**src/common/scope_pkg.sv**
```systemverilog
package scope_pkg;

    // Decimation window
    localparam int unsigned decim_len = 32;
    localparam int unsigned decim_w = $clog2(decim_len);
    localparam logic [decim_w-1:0] decim_last = decim_w'(decim_len - 1);

    // Capture buffer
    localparam int unsigned capture_depth = 8;
    localparam int unsigned addr_w = $clog2(capture_depth);

    // Clocks per UART bit, short for simulation
    localparam int unsigned bit_cycles = 16;

    typedef logic [7:0] sample_t;
    typedef logic [7:0] byte_t;
    typedef logic [addr_w-1:0] addr_t;

    localparam addr_t addr_last = addr_t'(capture_depth - 1);

    localparam byte_t cmd_dump = 8'h64; // ASCII d
    localparam byte_t char_space = 8'h20;
    localparam byte_t char_cr = 8'h0d;
    localparam byte_t char_lf = 8'h0a;

endpackage

```
**src/digitizer/digitizer.sv**
```systemverilog
`timescale 1ns/1ps

module digitizer (
    input  logic               clk,
    input  logic               rst_n,
    input  logic               lvds_in,
    output logic               comp_in,
    output scope_pkg::sample_t sample,
    output logic               sample_valid
);

    logic [1:0] sync_q;
    logic lvds_s;
    logic [scope_pkg::decim_w-1:0] win_cnt;
    scope_pkg::sample_t ones;
    logic win_end;

    assign lvds_s = sync_q[1];
    assign comp_in = ~lvds_s; // Feedback to comparator
    assign win_end = (win_cnt == scope_pkg::decim_last);

    always_ff @(posedge clk or negedge rst_n) begin
        if (!rst_n) begin
            sync_q <= 2'b11; // Keeps comp_in low in reset
        end else begin
            sync_q <= {sync_q[0], lvds_in};
        end
    end

    // Window counter and ones accumulator
    always_ff @(posedge clk or negedge rst_n) begin
        if (!rst_n) begin
            win_cnt <= '0;
            ones <= '0;
            sample_valid <= 1'b0;
        end else begin
            sample_valid <= win_end;
            if (win_end) begin
                win_cnt <= '0;
                ones <= '0; // Next window starts empty
            end else begin
                win_cnt <= win_cnt + 1'b1;
                ones <= ones + scope_pkg::sample_t'(lvds_s);
            end
        end
    end

    // Last bit of the window folded in here
    always_ff @(posedge clk) begin
        if (win_end) begin
            sample <= ones + scope_pkg::sample_t'(lvds_s);
        end
    end

endmodule

```
**src/design/acia_rx.sv**
```systemverilog
`timescale 1ns/1ps

module acia_rx #(
    parameter int baud = scope_pkg::bit_cycles
) (
    input  logic             clk,
    input  logic             rst_n,
    input  logic             rx_serial,
    output scope_pkg::byte_t rx_dat,
    output logic             rx_stb,
    output logic             rx_err
);

    localparam int cw = $clog2(baud);
    localparam logic [cw-1:0] cnt_last = cw'(baud - 1);
    localparam logic [cw-1:0] cnt_half = cw'(baud / 2 - 1);

    typedef enum logic [1:0] {
        st_idle,
        st_start,
        st_data,
        st_stop
    } state_t;

    state_t state;
    logic [1:0] sync_q;
    logic rx_s;
    logic [cw-1:0] cnt;
    logic [2:0] bit_idx;
    logic bit_tick;
    scope_pkg::byte_t shift;

    assign rx_s = sync_q[1];
    assign bit_tick = (cnt == cnt_last);

    always_ff @(posedge clk or negedge rst_n) begin
        if (!rst_n) begin
            sync_q <= 2'b11;
            state <= st_idle;
            cnt <= '0;
            bit_idx <= '0;
            rx_stb <= 1'b0;
            rx_err <= 1'b0;
        end else begin
            sync_q <= {sync_q[0], rx_serial};
            rx_stb <= 1'b0;
            case (state)
                st_idle: begin
                    cnt <= '0;
                    if (!rx_s) begin
                        state <= st_start; // Falling edge seen
                    end
                end
                st_start: begin
                    if (cnt == cnt_half) begin
                        cnt <= '0;
                        bit_idx <= '0;
                        state <= rx_s ? st_idle : st_data; // Glitch rejected
                    end else begin
                        cnt <= cnt + 1'b1;
                    end
                end
                st_data: begin
                    if (bit_tick) begin
                        cnt <= '0;
                        bit_idx <= bit_idx + 1'b1;
                        if (bit_idx == 3'd7) begin
                            state <= st_stop;
                        end
                    end else begin
                        cnt <= cnt + 1'b1;
                    end
                end
                default: begin
                    if (bit_tick) begin
                        cnt <= '0;
                        state <= st_idle;
                        if (rx_s) begin
                            rx_stb <= 1'b1;
                            rx_err <= 1'b0;
                        end else begin
                            rx_err <= 1'b1; // Framing error
                        end
                    end else begin
                        cnt <= cnt + 1'b1;
                    end
                end
            endcase
        end
    end

    // LSB first
    always_ff @(posedge clk) begin
        if (state == st_data && bit_tick) begin
            shift <= {rx_s, shift[7:1]};
        end
        if (state == st_stop && bit_tick && rx_s) begin
            rx_dat <= shift;
        end
    end

endmodule

```
**src/design/acia_tx.sv**
```systemverilog
`timescale 1ns/1ps

module acia_tx #(
    parameter int baud = scope_pkg::bit_cycles
) (
    input  logic             clk,
    input  logic             rst_n,
    input  scope_pkg::byte_t tx_dat,
    input  logic             tx_start,
    output logic             tx_serial,
    output logic             tx_busy
);

    localparam int cw = $clog2(baud);
    localparam logic [cw-1:0] cnt_last = cw'(baud - 1);

    logic [9:0] frame; // Stop, data, start
    logic [cw-1:0] cnt;
    logic [3:0] bit_idx;
    logic bit_tick;

    assign bit_tick = (cnt == cnt_last);
    assign tx_serial = frame[0];

    always_ff @(posedge clk or negedge rst_n) begin
        if (!rst_n) begin
            frame <= '1; // Line idles high
            cnt <= '0;
            bit_idx <= '0;
            tx_busy <= 1'b0;
        end else if (!tx_busy) begin
            if (tx_start) begin
                frame <= {1'b1, tx_dat, 1'b0};
                cnt <= '0;
                bit_idx <= '0;
                tx_busy <= 1'b1;
            end
        end else if (bit_tick) begin
            cnt <= '0;
            frame <= {1'b1, frame[9:1]};
            if (bit_idx == 4'd9) begin
                tx_busy <= 1'b0; // Stop bit done
            end else begin
                bit_idx <= bit_idx + 1'b1;
            end
        end else begin
            cnt <= cnt + 1'b1;
        end
    end

endmodule

```
**src/design/sample_capture.sv**
```systemverilog
`timescale 1ns/1ps

module sample_capture (
    input  logic               clk,
    input  logic               rst_n,
    input  logic               start,
    input  scope_pkg::sample_t sample,
    input  logic               sample_valid,
    input  scope_pkg::addr_t   rd_addr,
    output scope_pkg::sample_t rd_data,
    output logic               full
);

    scope_pkg::sample_t mem [scope_pkg::capture_depth];
    scope_pkg::addr_t wr_addr;
    logic armed;
    logic wr_en;

    assign wr_en = armed && sample_valid && !start;

    always_ff @(posedge clk or negedge rst_n) begin
        if (!rst_n) begin
            armed <= 1'b0;
            wr_addr <= '0;
            full <= 1'b0;
        end else if (start) begin
            armed <= 1'b1;
            wr_addr <= '0;
            full <= 1'b0;
        end else if (wr_en) begin
            wr_addr <= wr_addr + 1'b1;
            if (wr_addr == scope_pkg::addr_last) begin
                armed <= 1'b0; // Buffer complete
                full <= 1'b1;
            end
        end
    end

    always_ff @(posedge clk) begin
        if (wr_en) begin
            mem[wr_addr] <= sample;
        end
        rd_data <= mem[rd_addr]; // One cycle read latency
    end

endmodule

```
**src/hex_dump/hex_dump.sv**
```systemverilog
`timescale 1ns/1ps

module hex_dump (
    input  logic               clk,
    input  logic               rst_n,
    input  scope_pkg::byte_t   rx_dat,
    input  logic               rx_stb,
    input  logic               full,
    output logic               start,
    output scope_pkg::addr_t   rd_addr,
    input  scope_pkg::sample_t rd_data,
    output scope_pkg::byte_t   tx_dat,
    output logic               tx_start,
    input  logic               tx_busy,
    output logic               busy
);

    typedef enum logic [3:0] {
        st_idle,
        st_arm,
        st_fetch,
        st_hi,
        st_lo,
        st_sp,
        st_cr,
        st_lf,
        st_wait
    } state_t;

    state_t state;
    state_t ret; // Where to go once the byte is out
    state_t nxt;
    scope_pkg::byte_t ch;
    logic send_st;
    logic send_go;

    function automatic scope_pkg::byte_t hex_char(input logic [3:0] nib);
        scope_pkg::byte_t c;
        if (nib < 4'd10) begin
            c = 8'h30 + {4'h0, nib};
        end else begin
            c = 8'h37 + {4'h0, nib}; // Upper-case A to F
        end
        return c;
    endfunction

    // Character and follow-up state for each send state
    always_comb begin
        send_st = 1'b1;
        ch = scope_pkg::char_lf;
        nxt = st_idle;
        case (state)
            st_hi: begin
                ch = hex_char(rd_data[7:4]);
                nxt = st_lo;
            end
            st_lo: begin
                ch = hex_char(rd_data[3:0]);
                nxt = st_sp;
            end
            st_sp: begin
                ch = scope_pkg::char_space;
                nxt = (rd_addr == scope_pkg::addr_last) ? st_cr : st_fetch;
            end
            st_cr: begin
                ch = scope_pkg::char_cr;
                nxt = st_lf;
            end
            st_lf: nxt = st_idle;
            default: send_st = 1'b0;
        endcase
    end

    assign send_go = send_st && !tx_busy;
    assign busy = (state != st_idle);

    always_ff @(posedge clk or negedge rst_n) begin
        if (!rst_n) begin
            state <= st_idle;
            ret <= st_idle;
            start <= 1'b0;
            tx_start <= 1'b0;
            rd_addr <= '0;
        end else begin
            start <= 1'b0;
            tx_start <= 1'b0;
            case (state)
                st_idle: begin
                    if (rx_stb && rx_dat == scope_pkg::cmd_dump) begin
                        start <= 1'b1;
                        state <= st_arm;
                    end
                end
                st_arm: begin
                    if (full && !start) begin // Old full still up during start
                        rd_addr <= '0;
                        state <= st_fetch;
                    end
                end
                st_fetch: state <= st_hi;
                st_wait: begin
                    // tx_busy only rises the cycle after tx_start
                    if (!tx_busy && !tx_start) begin
                        state <= ret;
                    end
                end
                default: begin
                    if (send_go) begin
                        tx_start <= 1'b1;
                        ret <= nxt;
                        state <= st_wait;
                        if (nxt == st_fetch) begin
                            rd_addr <= rd_addr + 1'b1;
                        end
                    end
                end
            endcase
        end
    end

    always_ff @(posedge clk) begin
        if (send_go) begin
            tx_dat <= ch;
        end
    end

endmodule

```
**src/design/scope_top.sv**
```systemverilog
`timescale 1ns/1ps

module scope_top (
    input  logic clk,
    input  logic rst_n,
    input  logic lvds_in,
    input  logic fpga_rx,
    output logic comp_in,
    output logic fpga_tx,
    output logic led_capture,
    output logic led_busy,
    output logic rx_err
);

    scope_pkg::sample_t sample;
    logic sample_valid;
    scope_pkg::byte_t rx_dat;
    logic rx_stb;
    logic start;
    scope_pkg::addr_t rd_addr;
    scope_pkg::sample_t rd_data;
    scope_pkg::byte_t tx_dat;
    logic tx_start;
    logic tx_busy;

    digitizer digitizer (
        .clk          (clk),
        .rst_n        (rst_n),
        .lvds_in      (lvds_in),
        .comp_in      (comp_in),
        .sample       (sample),
        .sample_valid (sample_valid)
    );

    acia_rx #(
        .baud (scope_pkg::bit_cycles)
    ) acia_rx (
        .clk       (clk),
        .rst_n     (rst_n),
        .rx_serial (fpga_rx),
        .rx_dat    (rx_dat),
        .rx_stb    (rx_stb),
        .rx_err    (rx_err)
    );

    sample_capture sample_capture (
        .clk          (clk),
        .rst_n        (rst_n),
        .start        (start),
        .sample       (sample),
        .sample_valid (sample_valid),
        .rd_addr      (rd_addr),
        .rd_data      (rd_data),
        .full         (led_capture)
    );

    hex_dump hex_dump (
        .clk      (clk),
        .rst_n    (rst_n),
        .rx_dat   (rx_dat),
        .rx_stb   (rx_stb),
        .full     (led_capture),
        .start    (start),
        .rd_addr  (rd_addr),
        .rd_data  (rd_data),
        .tx_dat   (tx_dat),
        .tx_start (tx_start),
        .tx_busy  (tx_busy),
        .busy     (led_busy)
    );

    acia_tx #(
        .baud (scope_pkg::bit_cycles)
    ) acia_tx (
        .clk       (clk),
        .rst_n     (rst_n),
        .tx_dat    (tx_dat),
        .tx_start  (tx_start),
        .tx_serial (fpga_tx),
        .tx_busy   (tx_busy)
    );

endmodule

```
**config.mk**
```make
export PLATFORM = sky130hd
export DESIGN_NAME = scope_top
export DESIGN_NICKNAME = d
export VERILOG_FILES = /design/src/common/scope_pkg.sv /design/src/digitizer/digitizer.sv /design/src/design/acia_rx.sv /design/src/design/acia_tx.sv /design/src/design/sample_capture.sv /design/src/hex_dump/hex_dump.sv /design/src/design/scope_top.sv
export SDC_FILE = /design/constraint.sdc
export NUM_CORES = 1
export LEC_CHECK = 0
export ABC_AREA = 1
export BUFFER_PORTS_ARGS = -buffer_cell sky130_fd_sc_hd__buf_2
export CELL_PAD_IN_SITES_DETAIL_PLACEMENT = 0
export CELL_PAD_IN_SITES_GLOBAL_PLACEMENT = 1
export CORE_UTILIZATION = 51
export CTS_CLUSTER_DIAMETER = 100
export CTS_CLUSTER_SIZE = 20
export DETAILED_ROUTE_END_ITERATION = 10
export GPL_TIMING_DRIVEN = 0
export MAX_ROUTING_LAYER = met4
export PLACE_DENSITY = 0.81
export REMOVE_ABC_BUFFERS = 1
export SETUP_SLACK_MARGIN = 0.05
export SLEW_MARGIN = 20
export SYNTH_ARGS = -nofsm -noshare
export SYNTH_HDL_FRONTEND = slang
export SYNTH_SLANG_ARGS = --single-unit
```
**constraint.sdc**
```tcl
create_clock -name clk -period 2.34 [get_ports clk]
set_input_delay 0.468 -clock clk [delete_from_list [all_inputs] [get_ports clk]]
set_output_delay 0.468 -clock clk [all_outputs]
set_load 0.05 [all_outputs]
```
==> results.cfg, run 1 <==
[routing]
routed_via_density = 5.21
vias = 4277
drc = 0
firstDrtPassIters = 4
wl_per_cell_um = 14.0
wirelength_mm = 11.5
drt_iter0_drc = 255
ant_nets = 0

[timing]
drv_slew = 0
min_period_over_period_pct = 92.1
slew_headroom_pct = 30.2
period_needed_ns = 2.15
setup_tns_ns = 0
fmax_mhz = 464
whs_ns = 0.142
setup_viol = 0
tightest_slew_ns = 1.05
rsz0062_at_grt = false
final-hold-violation-count = 0
timing.final.ws_setup_ns = 0.186
skew_ns = 0.0131

[synthesis]
yosys.area.top_type = edfxtp_1
syn_area_mm2 = 0.00699
synth-main-ff-cell = edfxtp_1
async_flop_share_pct = 38.3
ys_ff_latch = 167
yosys_warnings = 0
syn_inst = 616
avgSynthCellArea_um2 = 11.3
synth.distinct_cells = 41
synth.top_cells.by_count = nand2_1, edfxtp_1, nor2_1
yosysMostFrequentCell = nand2_1
yosysSeqAreaShare_pct = 66.3
yosysTopAreaCellShare_pct = 40.8
synth_area_leaders = edfxtp_1, dfrtp_1, nand2_1
synth-edff-count = 95

[placed_design]
portBuffers = 8
dp_cells = 788
hpwl_mm = 7.74
place.gp.congestion = 0.819
pre_cts_slack_ns = 0.0586
placed_area_mm2 = 0.00719

[pwr]
power_mw = 7.79
p_leak_nw = 3.16
p_per_area_mw_per_mm2 = 1000
ir_drop_v = 0.000549

[worst_setup_path]
reg2reg_slack_ns = 0.26
path_class = register to output port
arrival_ns = 1.69
required_ns = 1.87
worstPathMaxFanout = 6
end_kind = output port
startpoint_type = register

[floorplanning]
dieHeight_um = 119
core_mm2 = 0.0133
dieArea_mm2 = 0.0142
core.rowCount = 42
fp.dieW_um = 119
io_pins = 9
start_util_pct = 52.5

[finish]
fill_cells = 1072
multi_input_area_mm2 = 0.00204
instances_no_fill = 821
diodes = 0
area_growth_pct = 11.2
drive_gt1_share_pct = 13.0
final_nets = 657
seq_area_mm2 = 0.00463
fin_area_mm2 = 0.00777
fin_util_pct = 58.4

[global_routing]
grt_use_total_pct = 19.0
grt_pass1_wl_mm = 20.2
overflow = 0
grt_max_degree = 44
grt_pass1_vias = 4311
antenna_found_initial = 0

[min_path]
worstHoldPathType = primary input to register

[clocking]
post-cts-setup-buffer-count = 0
cts_buffers = 17
cts_buffer_depth = 2
clock_latency_ns = 0.42
cts_sinks = 167
cts-root-buf = clkbuf_16
h-tree-depth = 4
clkTransAtPathRegs_ns = 0.07
cts_tree = done

[job]
maxCapViolations = 0

[outcome]
status = finished clean
==> timing repair <==
item                       in CTS  in global routing
hold endpoints to repair       14                  0
resized for setup               1                  0
setup endpoints to repair       4                  0
hold buffers                    1                  0
==> worst paths after layout <==
path,cells past startpoint,end,start
max reg2reg,3,sample_capture.mem[2][1],hex_dump.start
min reg2reg,0,acia_rx.sync_q[1],acia_rx.sync_q[0]
min in group asynchronous,2,acia_tx.cnt[2],rst_n
max,5,led_busy,hex_dump.state[2]
min,1,digitizer.sync_q[0],lvds_in
max in group asynchronous,3,digitizer.sync_q[1],rst_n
==> sequential cells by signal (all words and copies together), names as in the netlist, 2 cells and up <==
signal,count
acia_rx.bit_idx,3
acia_rx.cnt,4
acia_rx.rx_dat,8
acia_rx.shift,8
acia_rx.state,2
acia_rx.sync_q,2
acia_tx.bit_idx,4
acia_tx.cnt,4
acia_tx.frame,9
digitizer.ones,8
digitizer.sample,8
digitizer.sync_q,2
digitizer.win_cnt,5
hex_dump.rd_addr,3
hex_dump.ret,3
hex_dump.state,4
hex_dump.tx_dat,7
sample_capture.mem,64
sample_capture.rd_data,8
sample_capture.wr_addr,3
==> layout by cell type (no fill, tap or decap), drive strengths merged, types with 3 or more instances in the layout <==
cell type  count
a21oi          9
dfxtp          8
buf            9
mux2i         16
nand4          5
dfrtp         51
o21ai         46
ha            21
nor3           4
or2            3
nand3         29
edfxtp        95
clkinv         6
xor2           6
clkbuf        18
nor2          71
a31oi         10
dfstp         13
inv           68
nand2        123
o22ai         19
==> cells by family (layout without fill, tap and decap cells) <==
group / count (synthesis) / after routing / share of synthesized area [%]
AOI/OAI and AO/OA: 93 / 93 / 7.74
and+or+nand+nor: 237 / 237 / 14.5
adders and majority gates: 21 / 21 / 3.76
buffers and inverters: 75 / 104 / 4.50
muxes: 16 / 16 / 2.29
xor gates and xnor gates: 7 / 7 / 0.878
DFF: 167 / 167 / 66.3
==> cell type report <==
cell class | count | area share, %
Timing Repair Buffer | 10 | 0.934
Sequential cell | 167 | 59.6
Multi-Input combinational cell | 374 | 26.3
Tap cell | 176 | 2.84
Clock buffer | 18 | 5.53
Clock inverter | 14 | 1.79
Inverter | 62 | 3.01
==> routing by layer <==
layer / up-vias / GRT usage, % / part of all wire (%)
li1: 2140 / - / -
met1: 2066 / 23.1 / 45
met2: 60 / 30.4 / 51
met3: 11 / 5.17 / 3.1
met4: 0 / 7.44 / 1.1
met5: - / - / 0
==> where the power goes <==
group / total [mW] / switching [mW] / internal (mW)
combinational: 1.41 / 0.924 / 0.487
clock: 2.67 / 1.18 / 1.50
sequential: 3.71 / 0.247 / 3.46
==> critical path, stage by stage, from the launching register on <==
cell and delay [ns]:
dfrtp_1 0.46, nor2_2 0.26, inv_1 0.08, nor2_1 0.17, inv_1 0.07, buf_2 0.21
No activity file was read; power rests on OpenSTA's default activity.
==> run 2, diff against run 1 <==
--- a/config.mk
+++ b/config.mk
@@ -17,7 +17,7 @@
 export MAX_ROUTING_LAYER = met4
 export PLACE_DENSITY = 0.81
 export REMOVE_ABC_BUFFERS = 1
-export SETUP_SLACK_MARGIN = 0.05
+export SETUP_SLACK_MARGIN = 0.5
 export SLEW_MARGIN = 20
 export SYNTH_ARGS = -nofsm -noshare
 export SYNTH_HDL_FRONTEND = slang
==> results.cfg, run 2 (synthesis gave the netlist of run 1 again) <==
[floorplanning]
start_util_pct = 52.5
dieHeight_um = 119
dieArea_mm2 = 0.0142
fp.dieW_um = 119
core.rowCount = 42
core_mm2 = 0.0133
io_pins = 9

[pwr]
p_per_area_mw_per_mm2 = 1000
p_leak_nw = 3.19
p_clk_share_pct = 33.6
p_comb_share_pct = 19.9
p_int_mw = 5.55
power_switching_mw = 2.40
switching_share_pct = 30.2
pwr-share-seq_pct = 46.5
ir_drop_v = 0.000552

[finish]
fill_cells = 1052
regMostFlops = sample_capture.mem
diodes = 0
top_regs = sample_capture.mem (64), acia_tx.frame (9)
final_common_cell = nand2_1
instances_no_fill = 828
area_growth_pct = 13.5
final_cell_mix = nand2_1, edfxtp_1, nor2_1
fin_area_mm2 = 0.00793
largest_reg_flops = 64
final_nets = 664
drive_gt1_share_pct = 17.2

[global_routing]
grtUsageMet1_pct = 23.1
overflow = 0
antenna_found_initial = 0
top_usage_layer = met2
grt_pass1_wl_mm = 20.3
grt_max_degree = 44
grt_use_total_pct = 19.2
grtUsageMet2_pct = 30.8
grt_pass1_vias = 4361
use_met3_pct = 5.17

[routing]
drt_iter0_drc = 255
wirelength_mm = 11.7
firstDrtPassIters = 4
wl_per_cell_um = 14.1
routed_via_density = 5.19
vias = 4301
ant_nets = 0
drc = 0

[timing]
slew_headroom_pct = 64.9
fmax_mhz = 556
final-hold-violation-count = 0
timing.final.ws_setup_ns = 0.541
skew_ns = 0.0161
period_needed_ns = 1.80
drv_slew = 0
whs_ns = 0.140
setup_viol = 0
tightest_slew_ns = 0.520
min_period_over_period_pct = 76.9
rsz0062_at_grt = true
setup_tns_ns = 0

[min_path]
min_from = lvds_in
hold_path_depth = 1
hold_end = digitizer.sync_q[0]
worstHoldPathType = primary input to register

[placed_design]
portBuffers = 8
pre_cts_slack_ns = 0.0586
dp_cells = 788
place.gp.congestion = 0.819
placed_area_mm2 = 0.00719
hpwl_mm = 7.74

[clocking]
cts_tree = done
clkTransAtPathRegs_ns = 0.07
h-tree-depth = 4
clock_latency_ns = 0.42
cts-root-buf = clkbuf_16
cts_buffer_depth = 2
cts_sinks = 167
cts_buffers = 17

[worst_setup_path]
path_class = register to output port
r2r_cells = 8
crit_chain = nor2_4 -> inv_2 -> nor2_4 -> inv_2 -> buf_6
reg2reg_from = digitizer.sync_q[1]
timing.critical_path.buf_inv = 3
rr_endpoint = digitizer.sample[6]
required_ns = 1.87
crit_family = flip-flops
startpoint_type = register
arrival_ns = 1.33
crit_path_top_delay_cell = dfrtp_2
end_kind = output port
reg2reg_slack_ns = 0.65
cp_slowest_stage_delay_ns = 0.42
worstPathMaxFanout = 2

[job]
maxCapViolations = 0

[outcome]
status = finished clean
==> run 2: cell type report <==
type                       instances  area (um^2)  area share (%)
inverter                          62          234            2.95
multi-input combinational        374         2130            26.9
clock buffer                      18          429            5.41
sequential                       167         4640            58.6
tap                              176          220            2.78
timing repair buffer              17          131            1.66
clock inverter                    14          139            1.75
==> run 2: power by group through the flow <==
stage                     clock [mW]  combinational [mW]  sequential, mW
after floorplan                    0                1.13            3.70
after global placement             0                1.38            3.76
after detailed placement           0                1.42            3.77
after CTS                       2.75                1.58            3.70
after global routing            2.87                1.85            3.73
final                           2.67                1.58            3.69
==> run 2: repair_timing <==
item | 4_1_cts | 5_1_grt
hold buffers | 1 | 0
gates resized for setup | 23 | 14
buffers inserted | 6 | 1
setup endpoints to repair | 85 | 103
endpoints found under the hold margin | 14 | 0
pin swaps | 3 | 2
==> run 2: worst max-delay path by stage <==
stage	startpoint	end	cells after the start	slack [ns]
2_1_floorplan	hex_dump.rd_addr[0]	sample_capture.rd_data[0]	5	0.27
3_3_place_gp	hex_dump.rd_addr[0]	sample_capture.rd_data[0]	5	-0.59
3_5_place_dp	hex_dump.rd_addr[0]	sample_capture.rd_data[3]	5	0.06
4_1_cts	hex_dump.start	sample_capture.mem[3][1]	3	0.29
5_1_grt	hex_dump.state[3]	led_busy	5	0.49
6_report	hex_dump.state[3]	led_busy	5	0.54
==> run 2: layer usage <==
layer | part of all wire [%] | wire length [um] | vias to the layer above
li1 | - | - | 2155
met1 | 44 | 5180 | 2087
met2 | 52 | 6080 | 47
met3 | 2.2 | 261 | 12
met4 | 1.3 | 151 | 0
met5 | 0 | 0 | -
==> run 2: per-stage QoR <==
| stage | utilization [%] | total power, mW |
|---|---|---|
| detailed placement | 54.1 | 5.19 |
| global route | 59.6 | 8.44 |
| global placement | 53.9 | 5.13 |
| finish | 59.6 | 7.95 |
| CTS | 59.3 | 8.03 |
| floorplan | - | 4.84 |
